[src/common/trap_pkg.sv]
// machine mode only; 32-bit mtime and mtimecmp, word-addressed bus with no byte selects
package trap_pkg;

    typedef logic [31:0] xlen_t;     // data word
    typedef logic [31:0] addr_t;     // instruction address
    typedef logic [11:0] csr_addr_t;
    typedef logic [3:0]  wb_addr_t;  // word offset on the bus
    typedef logic [31:0] cause_t;    // bit 31 flags an interrupt

    // standard machine csr addresses
    localparam csr_addr_t CSR_MSTATUS = 12'h300;
    localparam csr_addr_t CSR_MIE     = 12'h304;
    localparam csr_addr_t CSR_MTVEC   = 12'h305;
    localparam csr_addr_t CSR_MEPC    = 12'h341;
    localparam csr_addr_t CSR_MCAUSE  = 12'h342;
    localparam csr_addr_t CSR_MTVAL   = 12'h343;

    // synchronous exception codes
    localparam cause_t CAUSE_FETCH_MISALIGN = 32'd0;
    localparam cause_t CAUSE_ILLEGAL        = 32'd2;
    localparam cause_t CAUSE_BREAK          = 32'd3;
    localparam cause_t CAUSE_LOAD_MISALIGN  = 32'd4;
    localparam cause_t CAUSE_STORE_MISALIGN = 32'd6;
    localparam cause_t CAUSE_ECALL_M        = 32'd11;

    // interrupt codes, interrupt flag added by the decoder
    localparam cause_t CAUSE_INT_SOFT  = 32'd3;
    localparam cause_t CAUSE_INT_TIMER = 32'd7;
    localparam cause_t CAUSE_INT_EXT   = 32'd11;

    localparam int MSTATUS_MIE_BIT  = 3;
    localparam int MSTATUS_MPIE_BIT = 7;
    localparam int MIE_MSIE_BIT     = 3;
    localparam int MIE_MTIE_BIT     = 7;
    localparam int MIE_MEIE_BIT     = 11;

    // clint word offsets
    localparam wb_addr_t CLINT_MSIP     = 4'd0;
    localparam wb_addr_t CLINT_MTIMECMP = 4'd1;
    localparam wb_addr_t CLINT_MTIME    = 4'd2;

    typedef enum logic [2:0] {
        ST_IDLE,
        ST_PENDING,
        ST_MEPC,
        ST_MSTATUS,
        ST_MTVAL,
        ST_MCAUSE,
        ST_MRET
    } trap_state_e;

endpackage

[src/trap/trap_decode.sv]
// purely combinational; cause_o and epc_o are meaningful only while take_o is high
`timescale 1ns/1ps

module trap_decode (
    input  logic             inst_valid_i,
    input  trap_pkg::addr_t  inst_addr_i,
    input  trap_pkg::xlen_t  inst_data_i,
    input  logic             jump_flag_i,
    input  trap_pkg::addr_t  jump_addr_i,
    input  logic             ecall_i,
    input  logic             ebreak_i,
    input  logic             fetch_misalign_i,
    input  logic             load_misalign_i,
    input  logic             store_misalign_i,
    input  logic             illegal_i,
    input  logic             ext_irq_i,
    input  logic             timer_irq_i,
    input  logic             soft_irq_i,
    input  trap_pkg::xlen_t  mstatus_i,
    input  trap_pkg::xlen_t  mie_i,
    output logic             take_o,
    output logic             is_int_o,
    output trap_pkg::cause_t cause_o,
    output trap_pkg::addr_t  epc_o,
    output trap_pkg::xlen_t  mtval_o,
    output logic             mtval_en_o
);
    import trap_pkg::*;

    logic   exc_load;   // these three are squashed by a taken jump
    logic   exc_store;
    logic   exc_illegal;
    logic   int_ext;
    logic   int_timer;
    logic   int_soft;
    logic   any_exc;
    logic   any_int;
    cause_t exc_cause;
    cause_t int_cause;

    assign exc_load    = load_misalign_i & ~jump_flag_i;
    assign exc_store   = store_misalign_i & ~jump_flag_i;
    assign exc_illegal = illegal_i & ~jump_flag_i;

    // interrupts need both the local enable and global mstatus.MIE
    assign int_ext   = ext_irq_i & mie_i[MIE_MEIE_BIT] & mstatus_i[MSTATUS_MIE_BIT];
    assign int_timer = timer_irq_i & mie_i[MIE_MTIE_BIT] & mstatus_i[MSTATUS_MIE_BIT];
    assign int_soft  = soft_irq_i & mie_i[MIE_MSIE_BIT] & mstatus_i[MSTATUS_MIE_BIT];

    assign any_exc = ecall_i | ebreak_i | fetch_misalign_i | exc_load | exc_store | exc_illegal;
    assign any_int = int_ext | int_timer | int_soft;

    assign exc_cause = ecall_i          ? CAUSE_ECALL_M :
                       ebreak_i         ? CAUSE_BREAK :
                       fetch_misalign_i ? CAUSE_FETCH_MISALIGN :
                       exc_load         ? CAUSE_LOAD_MISALIGN :
                       exc_store        ? CAUSE_STORE_MISALIGN :
                                          CAUSE_ILLEGAL;
    assign int_cause = int_ext   ? CAUSE_INT_EXT :
                       int_timer ? CAUSE_INT_TIMER :
                                   CAUSE_INT_SOFT;

    assign take_o   = inst_valid_i & (any_exc | any_int);
    assign is_int_o = ~any_exc & any_int;  // exceptions always win
    assign cause_o  = any_exc ? exc_cause : {1'b1, int_cause[30:0]};

    // an interrupt resumes at the next instruction or at the jump target
    assign epc_o = any_exc     ? inst_addr_i :
                   jump_flag_i ? jump_addr_i :
                                 inst_addr_i + 32'd4;

    // only the lower-ranked load, store and illegal causes record the instruction
    assign mtval_en_o = any_exc & ~ecall_i & ~ebreak_i & ~fetch_misalign_i;
    assign mtval_o    = mtval_en_o ? inst_data_i : '0;

endmodule

[src/trap/trap_sequencer.sv]
// requests seen while busy are dropped; the pipeline must flush on redirect_o
`timescale 1ns/1ps

module trap_sequencer (
    input  logic                clk,
    input  logic                rst_n,
    input  logic                take_i,
    input  logic                is_int_i,
    input  trap_pkg::cause_t    cause_i,
    input  trap_pkg::addr_t     epc_i,
    input  trap_pkg::xlen_t     mtval_i,
    input  logic                mtval_en_i,
    input  logic                mret_i,
    input  logic                hold_i,
    input  logic                jump_flag_i,
    input  trap_pkg::addr_t     jump_addr_i,
    input  trap_pkg::xlen_t     mstatus_i,
    input  trap_pkg::xlen_t     mtvec_i,
    input  trap_pkg::addr_t     mepc_i,
    output logic                redirect_o,
    output trap_pkg::addr_t     redirect_addr_o,
    output logic                busy_o,
    output logic                tw_we_o,
    output trap_pkg::csr_addr_t tw_addr_o,
    output trap_pkg::xlen_t     tw_data_o
);
    import trap_pkg::*;

    trap_state_e state_q;
    trap_state_e state_d;
    logic        mret_q;     // pending request is an mret
    logic        is_int_q;
    logic        mtval_en_q;
    logic        accept;
    logic        go;         // leaving PENDING at this edge
    cause_t      cause_q;
    addr_t       epc_q;
    xlen_t       mtval_q;
    addr_t       vec_base;
    addr_t       target;

    assign accept = (state_q == ST_IDLE) & (take_i | mret_i);
    assign go     = (state_q == ST_PENDING) & ~hold_i;
    assign busy_o = (state_q != ST_IDLE);

    always_comb begin
        state_d = state_q;
        case (state_q)
            ST_IDLE: begin
                if (take_i || mret_i) begin
                    state_d = ST_PENDING;
                end
            end
            ST_PENDING: begin
                if (!hold_i) begin
                    state_d = mret_q ? ST_MRET : ST_MEPC;
                end
            end
            ST_MEPC:    state_d = ST_MSTATUS;
            ST_MSTATUS: state_d = mtval_en_q ? ST_MTVAL : ST_MCAUSE;
            ST_MTVAL:   state_d = ST_MCAUSE;
            default:    state_d = ST_IDLE;  // MCAUSE and MRET finish here
        endcase
    end

    always_ff @(posedge clk or negedge rst_n) begin
        if (!rst_n) begin
            state_q    <= ST_IDLE;
            mret_q     <= 1'b0;
            is_int_q   <= 1'b0;
            mtval_en_q <= 1'b0;
            redirect_o <= 1'b0;
        end else begin
            state_q    <= state_d;
            redirect_o <= go;  // single pulse, PENDING is left right away
            if (accept) begin
                mret_q     <= ~take_i;  // a trap beats an mret in the same cycle
                is_int_q   <= is_int_i;
                mtval_en_q <= mtval_en_i;
            end
        end
    end

    // trap record and jump target
    always_ff @(posedge clk) begin
        if (accept && take_i) begin
            cause_q <= cause_i;
            epc_q   <= epc_i;
            mtval_q <= mtval_i;
        end else if (state_q == ST_PENDING && jump_flag_i) begin
            epc_q <= jump_addr_i;  // jump resolved during the hold
        end
        if (go) begin
            redirect_addr_o <= target;
        end
    end

    assign vec_base = {mtvec_i[31:2], 2'b00};

    // vectored mode only offsets interrupts
    assign target = mret_q                  ? mepc_i :
                    (is_int_q && mtvec_i[0]) ? vec_base + {cause_q[29:0], 2'b00} :
                                               vec_base;

    // one csr write per state, stored at the edge that leaves it
    always_comb begin
        tw_we_o   = 1'b0;
        tw_addr_o = CSR_MCAUSE;
        tw_data_o = '0;
        case (state_q)
            ST_MEPC: begin
                tw_we_o   = 1'b1;
                tw_addr_o = CSR_MEPC;
                tw_data_o = epc_q;
            end
            ST_MSTATUS: begin
                tw_we_o   = 1'b1;
                tw_addr_o = CSR_MSTATUS;
                tw_data_o = mstatus_i;
                tw_data_o[MSTATUS_MPIE_BIT] = mstatus_i[MSTATUS_MIE_BIT];
                tw_data_o[MSTATUS_MIE_BIT]  = 1'b0;
            end
            ST_MTVAL: begin
                tw_we_o   = 1'b1;
                tw_addr_o = CSR_MTVAL;
                tw_data_o = mtval_q;
            end
            ST_MCAUSE: begin
                tw_we_o   = 1'b1;
                tw_data_o = cause_q;
            end
            ST_MRET: begin
                tw_we_o   = 1'b1;
                tw_addr_o = CSR_MSTATUS;
                tw_data_o = mstatus_i;
                tw_data_o[MSTATUS_MIE_BIT]  = mstatus_i[MSTATUS_MPIE_BIT];
                tw_data_o[MSTATUS_MPIE_BIT] = 1'b1;
            end
            default: begin
                tw_we_o = 1'b0;  // idle or waiting
            end
        endcase
    end

endmodule

[src/rtl/mcsr_file.sv]
// six full-width machine csrs with no field masking; unknown addresses read as zero
`timescale 1ns/1ps

module mcsr_file (
    input  logic                clk,
    input  logic                rst_n,
    input  logic                tw_we_i,
    input  trap_pkg::csr_addr_t tw_addr_i,
    input  trap_pkg::xlen_t     tw_data_i,
    input  logic                csr_we_i,
    input  trap_pkg::csr_addr_t csr_waddr_i,
    input  trap_pkg::xlen_t     csr_wdata_i,
    input  trap_pkg::csr_addr_t csr_raddr_i,
    output trap_pkg::xlen_t     csr_rdata_o,
    output trap_pkg::xlen_t     mstatus_o,
    output trap_pkg::xlen_t     mie_o,
    output trap_pkg::xlen_t     mtvec_o,
    output trap_pkg::addr_t     mepc_o
);
    import trap_pkg::*;

    xlen_t     mstatus_q;
    xlen_t     mie_q;
    xlen_t     mtvec_q;
    xlen_t     mepc_q;
    xlen_t     mcause_q;
    xlen_t     mtval_q;
    logic      we;
    csr_addr_t waddr;
    xlen_t     wdata;

    // trap port wins over the pipeline port
    assign we    = tw_we_i | csr_we_i;
    assign waddr = tw_we_i ? tw_addr_i : csr_waddr_i;
    assign wdata = tw_we_i ? tw_data_i : csr_wdata_i;

    always_ff @(posedge clk or negedge rst_n) begin
        if (!rst_n) begin
            mstatus_q <= '0;
            mie_q     <= '0;
            mtvec_q   <= '0;
            mepc_q    <= '0;
            mcause_q  <= '0;
            mtval_q   <= '0;
        end else if (we) begin
            case (waddr)
                CSR_MSTATUS: mstatus_q <= wdata;
                CSR_MIE:     mie_q     <= wdata;
                CSR_MTVEC:   mtvec_q   <= wdata;
                CSR_MEPC:    mepc_q    <= wdata;
                CSR_MCAUSE:  mcause_q  <= wdata;
                CSR_MTVAL:   mtval_q   <= wdata;
                default:     ;  // write to an unimplemented csr is dropped
            endcase
        end
    end

    always_comb begin
        case (csr_raddr_i)
            CSR_MSTATUS: csr_rdata_o = mstatus_q;
            CSR_MIE:     csr_rdata_o = mie_q;
            CSR_MTVEC:   csr_rdata_o = mtvec_q;
            CSR_MEPC:    csr_rdata_o = mepc_q;
            CSR_MCAUSE:  csr_rdata_o = mcause_q;
            CSR_MTVAL:   csr_rdata_o = mtval_q;
            default:     csr_rdata_o = '0;
        endcase
    end

    assign mstatus_o = mstatus_q;
    assign mie_o     = mie_q;
    assign mtvec_o   = mtvec_q;
    assign mepc_o    = mepc_q;

endmodule

[src/rtl/clint_regs.sv]
// wishbone classic, full-word writes only; 32-bit mtime compare does not handle wrap
`timescale 1ns/1ps

module clint_regs (
    input  logic               clk,
    input  logic               rst_n,
    input  logic               wb_cyc_i,
    input  logic               wb_stb_i,
    input  logic               wb_we_i,
    input  trap_pkg::wb_addr_t wb_adr_i,
    input  trap_pkg::xlen_t    wb_dat_i,
    output trap_pkg::xlen_t    wb_dat_o,
    output logic               wb_ack_o,
    output logic               timer_irq_o,
    output logic               soft_irq_o
);
    import trap_pkg::*;

    logic  msip_q;
    xlen_t mtime_q;
    xlen_t mtimecmp_q;
    xlen_t rdata;
    logic  req;  // request not yet acknowledged
    logic  wr;

    // ack is low again the cycle after it pulses, even if stb stays up
    assign req = wb_cyc_i & wb_stb_i & ~wb_ack_o;
    assign wr  = req & wb_we_i;

    always_comb begin
        case (wb_adr_i)
            CLINT_MSIP:     rdata = {31'b0, msip_q};
            CLINT_MTIMECMP: rdata = mtimecmp_q;
            CLINT_MTIME:    rdata = mtime_q;
            default:        rdata = '0;  // unmapped, still acked
        endcase
    end

    always_ff @(posedge clk or negedge rst_n) begin
        if (!rst_n) begin
            wb_ack_o   <= 1'b0;
            msip_q     <= 1'b0;
            mtimecmp_q <= '1;  // no timer interrupt until programmed
            mtime_q    <= '0;
        end else begin
            wb_ack_o <= req;
            if (wr && wb_adr_i == CLINT_MSIP) begin
                msip_q <= wb_dat_i[0];
            end
            if (wr && wb_adr_i == CLINT_MTIMECMP) begin
                mtimecmp_q <= wb_dat_i;
            end
            // a bus write replaces this cycle's increment
            if (wr && wb_adr_i == CLINT_MTIME) begin
                mtime_q <= wb_dat_i;
            end else begin
                mtime_q <= mtime_q + 32'd1;
            end
        end
    end

    // read data lands together with ack
    always_ff @(posedge clk) begin
        if (req && !wb_we_i) begin
            wb_dat_o <= rdata;
        end
    end

    assign timer_irq_o = (mtime_q >= mtimecmp_q);  // unsigned compare
    assign soft_irq_o  = msip_q;

endmodule

[src/rtl/trap_unit_top.sv]
// single clock domain; the pipeline flushes on redirect_o and drives hold_i for atomics
`timescale 1ns/1ps

module trap_unit_top (
    input  logic                clk,
    input  logic                rst_n,
    input  logic                inst_valid_i,
    input  trap_pkg::addr_t     inst_addr_i,
    input  trap_pkg::xlen_t     inst_data_i,
    input  logic                jump_flag_i,
    input  trap_pkg::addr_t     jump_addr_i,
    input  logic                ecall_i,
    input  logic                ebreak_i,
    input  logic                fetch_misalign_i,
    input  logic                load_misalign_i,
    input  logic                store_misalign_i,
    input  logic                illegal_i,
    input  logic                mret_i,
    input  logic                ext_irq_i,
    input  logic                hold_i,
    input  logic                csr_we_i,
    input  trap_pkg::csr_addr_t csr_waddr_i,
    input  trap_pkg::xlen_t     csr_wdata_i,
    input  trap_pkg::csr_addr_t csr_raddr_i,
    output trap_pkg::xlen_t     csr_rdata_o,
    input  logic                wb_cyc_i,
    input  logic                wb_stb_i,
    input  logic                wb_we_i,
    input  trap_pkg::wb_addr_t  wb_adr_i,
    input  trap_pkg::xlen_t     wb_dat_i,
    output trap_pkg::xlen_t     wb_dat_o,
    output logic                wb_ack_o,
    output logic                redirect_o,
    output trap_pkg::addr_t     redirect_addr_o,
    output logic                busy_o
);
    import trap_pkg::*;

    logic      take;
    logic      is_int;
    cause_t    cause;
    addr_t     epc;
    xlen_t     mtval;
    logic      mtval_en;
    logic      tw_we;
    csr_addr_t tw_addr;
    xlen_t     tw_data;
    xlen_t     mstatus;
    xlen_t     mie;
    xlen_t     mtvec;
    addr_t     mepc;
    logic      timer_irq;
    logic      soft_irq;

    trap_decode u_decode (
        .inst_valid_i     (inst_valid_i),
        .inst_addr_i      (inst_addr_i),
        .inst_data_i      (inst_data_i),
        .jump_flag_i      (jump_flag_i),
        .jump_addr_i      (jump_addr_i),
        .ecall_i          (ecall_i),
        .ebreak_i         (ebreak_i),
        .fetch_misalign_i (fetch_misalign_i),
        .load_misalign_i  (load_misalign_i),
        .store_misalign_i (store_misalign_i),
        .illegal_i        (illegal_i),
        .ext_irq_i        (ext_irq_i),
        .timer_irq_i      (timer_irq),
        .soft_irq_i       (soft_irq),
        .mstatus_i        (mstatus),
        .mie_i            (mie),
        .take_o           (take),
        .is_int_o         (is_int),
        .cause_o          (cause),
        .epc_o            (epc),
        .mtval_o          (mtval),
        .mtval_en_o       (mtval_en)
    );

    trap_sequencer u_seq (
        .clk             (clk),
        .rst_n           (rst_n),
        .take_i          (take),
        .is_int_i        (is_int),
        .cause_i         (cause),
        .epc_i           (epc),
        .mtval_i         (mtval),
        .mtval_en_i      (mtval_en),
        .mret_i          (mret_i),
        .hold_i          (hold_i),
        .jump_flag_i     (jump_flag_i),
        .jump_addr_i     (jump_addr_i),
        .mstatus_i       (mstatus),
        .mtvec_i         (mtvec),
        .mepc_i          (mepc),
        .redirect_o      (redirect_o),
        .redirect_addr_o (redirect_addr_o),
        .busy_o          (busy_o),
        .tw_we_o         (tw_we),
        .tw_addr_o       (tw_addr),
        .tw_data_o       (tw_data)
    );

    mcsr_file u_csr (
        .clk         (clk),
        .rst_n       (rst_n),
        .tw_we_i     (tw_we),
        .tw_addr_i   (tw_addr),
        .tw_data_i   (tw_data),
        .csr_we_i    (csr_we_i),
        .csr_waddr_i (csr_waddr_i),
        .csr_wdata_i (csr_wdata_i),
        .csr_raddr_i (csr_raddr_i),
        .csr_rdata_o (csr_rdata_o),
        .mstatus_o   (mstatus),
        .mie_o       (mie),
        .mtvec_o     (mtvec),
        .mepc_o      (mepc)
    );

    clint_regs u_clint (
        .clk         (clk),
        .rst_n       (rst_n),
        .wb_cyc_i    (wb_cyc_i),
        .wb_stb_i    (wb_stb_i),
        .wb_we_i     (wb_we_i),
        .wb_adr_i    (wb_adr_i),
        .wb_dat_i    (wb_dat_i),
        .wb_dat_o    (wb_dat_o),
        .wb_ack_o    (wb_ack_o),
        .timer_irq_o (timer_irq),
        .soft_irq_o  (soft_irq)
    );

endmodule

[config.mk]
export PLATFORM = sky130hd
export DESIGN_NAME = trap_unit_top
export DESIGN_NICKNAME = d
export VERILOG_FILES = /design/src/common/trap_pkg.sv /design/src/trap/trap_decode.sv /design/src/trap/trap_sequencer.sv /design/src/rtl/mcsr_file.sv /design/src/rtl/clint_regs.sv /design/src/rtl/trap_unit_top.sv
export SDC_FILE = /design/constraint.sdc
export NUM_CORES = 1
export LEC_CHECK = 0
export BUFFER_PORTS_ARGS = -buffer_cell sky130_fd_sc_hd__buf_2
export CORE_MARGIN = 4
export CORE_UTILIZATION = 30
export CTS_CLUSTER_DIAMETER = 100
export DETAILED_ROUTE_END_ITERATION = 16
export PLACE_DENSITY_LB_ADDON = 0.08
export SLEW_MARGIN = 0
export SYNTH_ARGS = -nofsm -noshare
export SYNTH_HDL_FRONTEND = slang
export SYNTH_SLANG_ARGS = --single-unit
[constraint.sdc]
create_clock -name clk -period 11.3 [get_ports clk]
set_input_delay 1.695 -clock clk [delete_from_list [all_inputs] [get_ports clk]]
set_output_delay 1.695 -clock clk [all_outputs]
set_load 0.02 [all_outputs]
==> results_dict.tcl, run 1 <==
set metrics [dict create \
    status "finished clean" \
    syn_area_um2 21100 \
    layout_commonest_cell "buf_2" \
    holdBufCountCts 0 \
    ys_async_sr_fraction 0.666 \
    endpoint_kind "primary output" \
    reg2reg_depth 10 \
    fp.dieW_um 273 \
    max_slew_margin 0.129 \
    fmax_mhz 172 \
    hold_class "flip-flop to flip-flop" \
    rsz0062_at_grt "false" \
    post-route-drc-count 0 \
    period_share 0.513 \
    cts_root_buf "clkbuf_16" \
    post-cts-setup-buffer-count 0 \
    finalNonFillerCells 3159 \
    hold_violations 0 \
    drv_cap 0 \
    grt_start_max_net_pins 80 \
    final_cell_mix "buf_2, mux2_2, dfrtp_1" \
    dp_hpwl_mm 52.5 \
    totalWireLength_mm 73.7 \
    synth_fp_nets 2161 \
    clkLatencyLatePin_ps 600 \
    dieArea_um2 74800 \
    dp.cells 3064 \
    syn_inst 1917 \
    io_pins 304 \
    cts_max_path_buffers 3 \
    grt_overflow 0 \
    worst-setup-path-type "input pin to primary output" \
    grtUsageTotal 0.194 \
    seq_area_frac_synth 0.504 \
    power_density_nw_per_um2 234 \
    clkSinkCount 398 \
    worst_slew_pin_slew_ps 1310 \
    setup_tns_ps 0 \
    critical_path_required_ps 9610 \
    grt_pass1_vias 16289 \
    synth_seq_cells 398 \
    wire_per_inst_um 23.3 \
    gp_congestion 0.808 \
    firstDrtPassIters 5 \
    ant_nets 0 \
    via_per_inst 5.15 \
    critPathArrivalTime_ps 4110 \
    ys.flop_type "dfrtp_1" \
    io_buffers 303 \
    die_h_um 273 \
    synth_edf_count 133 \
    path_clk_slew_ps 60 \
    finalCriticalPeriod_ps 5800 \
    grt_antenna_before_repair 20 \
    ir_drop_v 0.000108 \
    yosysWarnings 0 \
    first_iter_violations 1055 \
    setup_viol 0 \
    pre_cts_ws_ps 5460 \
    ys_types 82 \
    h-tree-depth 2 \
    placement_rows 97 \
    fillers 7094 \
    cts_resized 0 \
    num_vias 16258 \
    cts_tree "done" \
    fp.coreArea_um2 69900 \
    synth_area_per_cell_um2 11.0 \
    skew_ps 48.1 \
    cts_buffers 49 \
    start_util 0.302 \
    path_max_fanout 35 \
    cellLeakagePower_nw 10.5 \
    holdPathStages 1 \
    setup_slack_ps 5500 \
    area_delta_synth_final_pct 19.5 \
    drv_slew 0 \
    drive_above_1_share 0.331 \
    grt_first_pass_wirelength_mm 110 \
    final_nets 2419 \
    cp-start-kind "input pin" \
]
==> critical path, cell delays in order <==
cell and delay [ps]:
buf_2 760, buf_4 630, mux2_2 410, a221o_1 380, buf_2 180
==> synth_stat cells (34+ instances only) <==
| cell | count | area (um2) |
|---|---|---|
| buf_2 | 44 | 220 |
| nor2_1 | 73 | 274 |
| mux2_2 | 247 | 2780 |
| nand2_1 | 225 | 845 |
| clkbuf_1 | 60 | 225 |
| and2_1 | 44 | 275 |
| edfxtp_1 | 133 | 3990 |
| a21oi_1 | 50 | 250 |
| o22ai_1 | 48 | 300 |
| inv_1 | 55 | 206 |
| o21ai_0 | 168 | 841 |
| xnor2_1 | 39 | 342 |
| dfrtp_1 | 233 | 5830 |
| nand3_1 | 34 | 170 |
| ha_1 | 38 | 475 |
| mux2i_1 | 38 | 380 |
==> layout make-up <==
type | count | area (um2) | share of cell area
multi-input combinational | 1340 | 9770 | 0.387
tap | 940 | 1180 | 0.0465
inverter | 58 | 220 | 0.00871
clock inverter | 20 | 195 | 0.00772
sequential | 398 | 10700 | 0.422
timing repair buffer | 328 | 1710 | 0.0678
clock buffer | 71 | 1520 | 0.0600
antenna | 4 | 10.0 | 0.000396
==> worst paths after layout <==
path	from	to	slack, ps
worst max register to register	u_clint.mtimecmp_q[15]$_DFFE_PN1P_	u_seq.epc_q[6]$_DFFE_PP_	7500
worst min register to register	u_csr.mie_o[22]$_DFFE_PN0P_	u_csr.mie_o[22]$_DFFE_PN0P_	490
worst max-delay path	csr_raddr_i[0]	csr_rdata_o[19]	5500
min in group asynchronous	rst_n	u_seq.redirect_o$_DFF_PN0_	1080
worst min-delay path	u_csr.mie_o[22]$_DFFE_PN0P_	u_csr.mie_o[22]$_DFFE_PN0P_	490
max in group asynchronous	rst_n	u_seq.state_q[1]$_DFFE_PN0P_	8680
==> kinds of logic after synthesis <==
group                    synth area share
XOR/XNOR                           0.0228
multiplexers                        0.153
AO/OA/AOI/OAI                       0.141
buffers and inverters              0.0370
adder cells (fa/ha/maj)            0.0234
flip-flops                          0.504
AND/OR/NAND/NOR                     0.118
==> state kept, by name, indices dropped and copies added (netlist names), 3 cells and up <==
name and flops:
u_clint.mtime_q 32, u_csr.mcause_q 32, u_csr.mepc_o 32, u_seq.mtval_q 32
u_seq.cause_q 5, u_clint.wb_dat_o 32, u_csr.mtvec_o 32, u_seq.redirect_addr_o 32
u_csr.mie_o 32, u_seq.epc_q 32, u_csr.mstatus_o 32, u_clint.mtimecmp_q 32
u_seq.state_q 3, u_csr.mtval_q 32
==> per-layer routing <==
layer,global-route usage,part of all wire,vias to the layer above
met5,0,0.0012,-
met2,0.308,0.46,410
met1,0.277,0.47,8130
met4,0.0373,0.016,14
met3,0.0377,0.052,88
li1,-,-,7616
==> stage by stage <==
step	cell area, um2	power (mW)	util	hold WS [ps]
6_report	25300	5.92	0.362	490
5_1_grt	25300	6.28	0.361	513
4_1_cts	25300	5.99	0.361	492
3_5_place_dp	23600	4.30	0.337	475
3_3_place_gp	23600	4.27	0.337	463
2_1_floorplan	21100	3.54	-	454
==> power breakdown <==
group          total [mW]  switching, mW  internal, mW
Combinational        1.95           1.17         0.776
Sequential           2.32          0.349          1.97
Clock                1.65          0.650          1.00
Total                5.92           2.17          3.75
Power figures use the tool's default switching activity.
==> run 2, diff against run 1 <==
Clock period 11.3 ns to 5.8 ns, I/O delays scaled along.
==> run 2 against run 1 <==
Hold slack worse by 230 ps. Clock power is 85% higher. Global-route usage increased by 0.089 points. Clock skew fell by 30 ps. Core utilization fell by 0.084 points.
==> results_dict.tcl, run 2 (synthesis results as in run 1) <==
set metrics [dict create \
    status "finished clean" \
    dieArea_um2 74800 \
    grt_start_max_net_pins 133 \
    io_pins 304 \
    gp_congestion 0.803 \
    critical_path_required_ps 4930 \
    dp.cells 3068 \
    first_iter_violations 1073 \
    fillers 7099 \
    setup_viol 0 \
    reg2reg_to "u_csr.mie_o[15]$_DFFE_PN0P_" \
    power_density_nw_per_um2 450 \
    finalNonFillerCells 3164 \
    endpoint_kind "primary output" \
    grt_antenna_before_repair 24 \
    h-tree-depth 2 \
    area_delta_synth_final_pct 19.3 \
    path_clk_slew_ps 60 \
    regToRegStartpoint "u_seq.state_q[2]$_DFFE_PN0P_" \
    cts_tree "done" \
    reg2reg_depth 6 \
    finalCriticalPeriod_ps 3950 \
    start_util 0.302 \
    max_slew_margin 0.102 \
    cp-start-kind "input pin" \
    rsz0062_at_grt "false" \
    post-route-drc-count 0 \
    worst_slew_pin_slew_ps 1350 \
    hold_violations 0 \
    critPathArrivalTime_ps 3080 \
    setup_tns_ps 0 \
    via_per_inst 5.13 \
    hold_class "input pin to async pin" \
    placement_rows 97 \
    post-cts-setup-buffer-count 0 \
    totalWireLength_mm 74.1 \
    drv_cap 0 \
    final_cell_mix "buf_2, mux2_2, dfrtp_1" \
    cts_root_buf "clkbuf_16" \
    fin_hold_ws_ps 262 \
    cts_max_path_buffers 3 \
    grt_overflow 0 \
    firstDrtPassIters 7 \
    fmax_mhz 253 \
    drv_slew 0 \
    grt_pass1_vias 16548 \
    final_nets 2422 \
    die_h_um 273 \
    num_vias 16227 \
    cellLeakagePower_nw 10.5 \
    fp.coreArea_um2 69900 \
    period_share 0.681 \
    layout_commonest_cell "buf_2" \
    grtUsageTotal 0.195 \
    cts_buffers 48 \
    reg2reg_slack_ps 2200 \
    path_max_fanout 32 \
    io_buffers 303 \
    wire_per_inst_um 23.4 \
    cts_resized 0 \
    grt_first_pass_wirelength_mm 110 \
    dp_hpwl_mm 53.9 \
    ant_nets 0 \
    drive_above_1_share 0.325 \
    worst-setup-path-type "input pin to primary output" \
    holdBufCountCts 0 \
    fp.dieW_um 273 \
    ir_drop_v 0.000213 \
    skew_ps 18.1 \
    clkLatencyLatePin_ps 570 \
    clkSinkCount 398 \
]
[run 2: how the worst max path moves through the flow]
stage / cells after the start / from / slack (ps) / endpoint
detailed placement: 7 / csr_raddr_i[3] / 1880 / csr_rdata_o[1]
global placement: 7 / csr_raddr_i[3] / 1910 / csr_rdata_o[22]
global route: 7 / csr_raddr_i[3] / 1700 / csr_rdata_o[28]
floorplan: 8 / u_clint.mtimecmp_q[13]$_DFFE_PN1P_ / 1830 / u_seq.epc_q[0]$_DFFE_PP_
CTS: 7 / csr_raddr_i[3] / 1870 / csr_rdata_o[20]
finish: 7 / csr_raddr_i[3] / 1850 / csr_rdata_o[1]
[run 2: area by class of cell]
class	instances	area [um2]	share of cell area
Inverter	58	220	0.00873
Tap cell	940	1180	0.0466
Antenna cell	10	25.0	0.000992
Clock inverter	7	82.6	0.00328
Timing Repair Buffer	332	1770	0.0702
Sequential cell	398	10700	0.423
Multi-Input combinational cell	1340	9770	0.387
Clock buffer	79	1500	0.0596
[run 2: metrics by stage]
| stage | total power [mW] | setup WS, ps | area, um2 | utilization |
|---|---|---|---|---|
| after floorplan | 6.89 | 1830 | 21100 | - |
| after global placement | 8.32 | 1910 | 23600 | 0.338 |
| after detailed placement | 8.38 | 1880 | 23600 | 0.338 |
| after CTS | 11.5 | 1870 | 25200 | 0.360 |
| after global routing | 12.0 | 1700 | 25200 | 0.360 |
| final | 11.3 | 1850 | 25200 | 0.361 |
[run 2: routing by layer]
layer | global-route usage | up-vias | share of wire
li1 | - | 7613 | -
met1 | 0.272 | 8113 | 0.46
met2 | 0.313 | 383 | 0.46
met3 | 0.0389 | 96 | 0.055
met4 | 0.0456 | 22 | 0.019
met5 | 0 | - | 0.0021
[run 2: worst max-delay path, stage by stage]
cell,delay (ps)
buf_2,100
or4_1,540
nor2_1,140
nand3_2,630
o21ai_0,430
a221o_1,180
buf_2,170
[run 2: where the power goes]
part	internal [mW]	switching (mW)	total, mW	leakage [nW]
clock	1.84	1.20	3.05	0.776
sequential	3.84	0.733	4.57	4.46
combinational	1.51	2.22	3.73	5.23
total	7.20	4.15	11.3	10.5
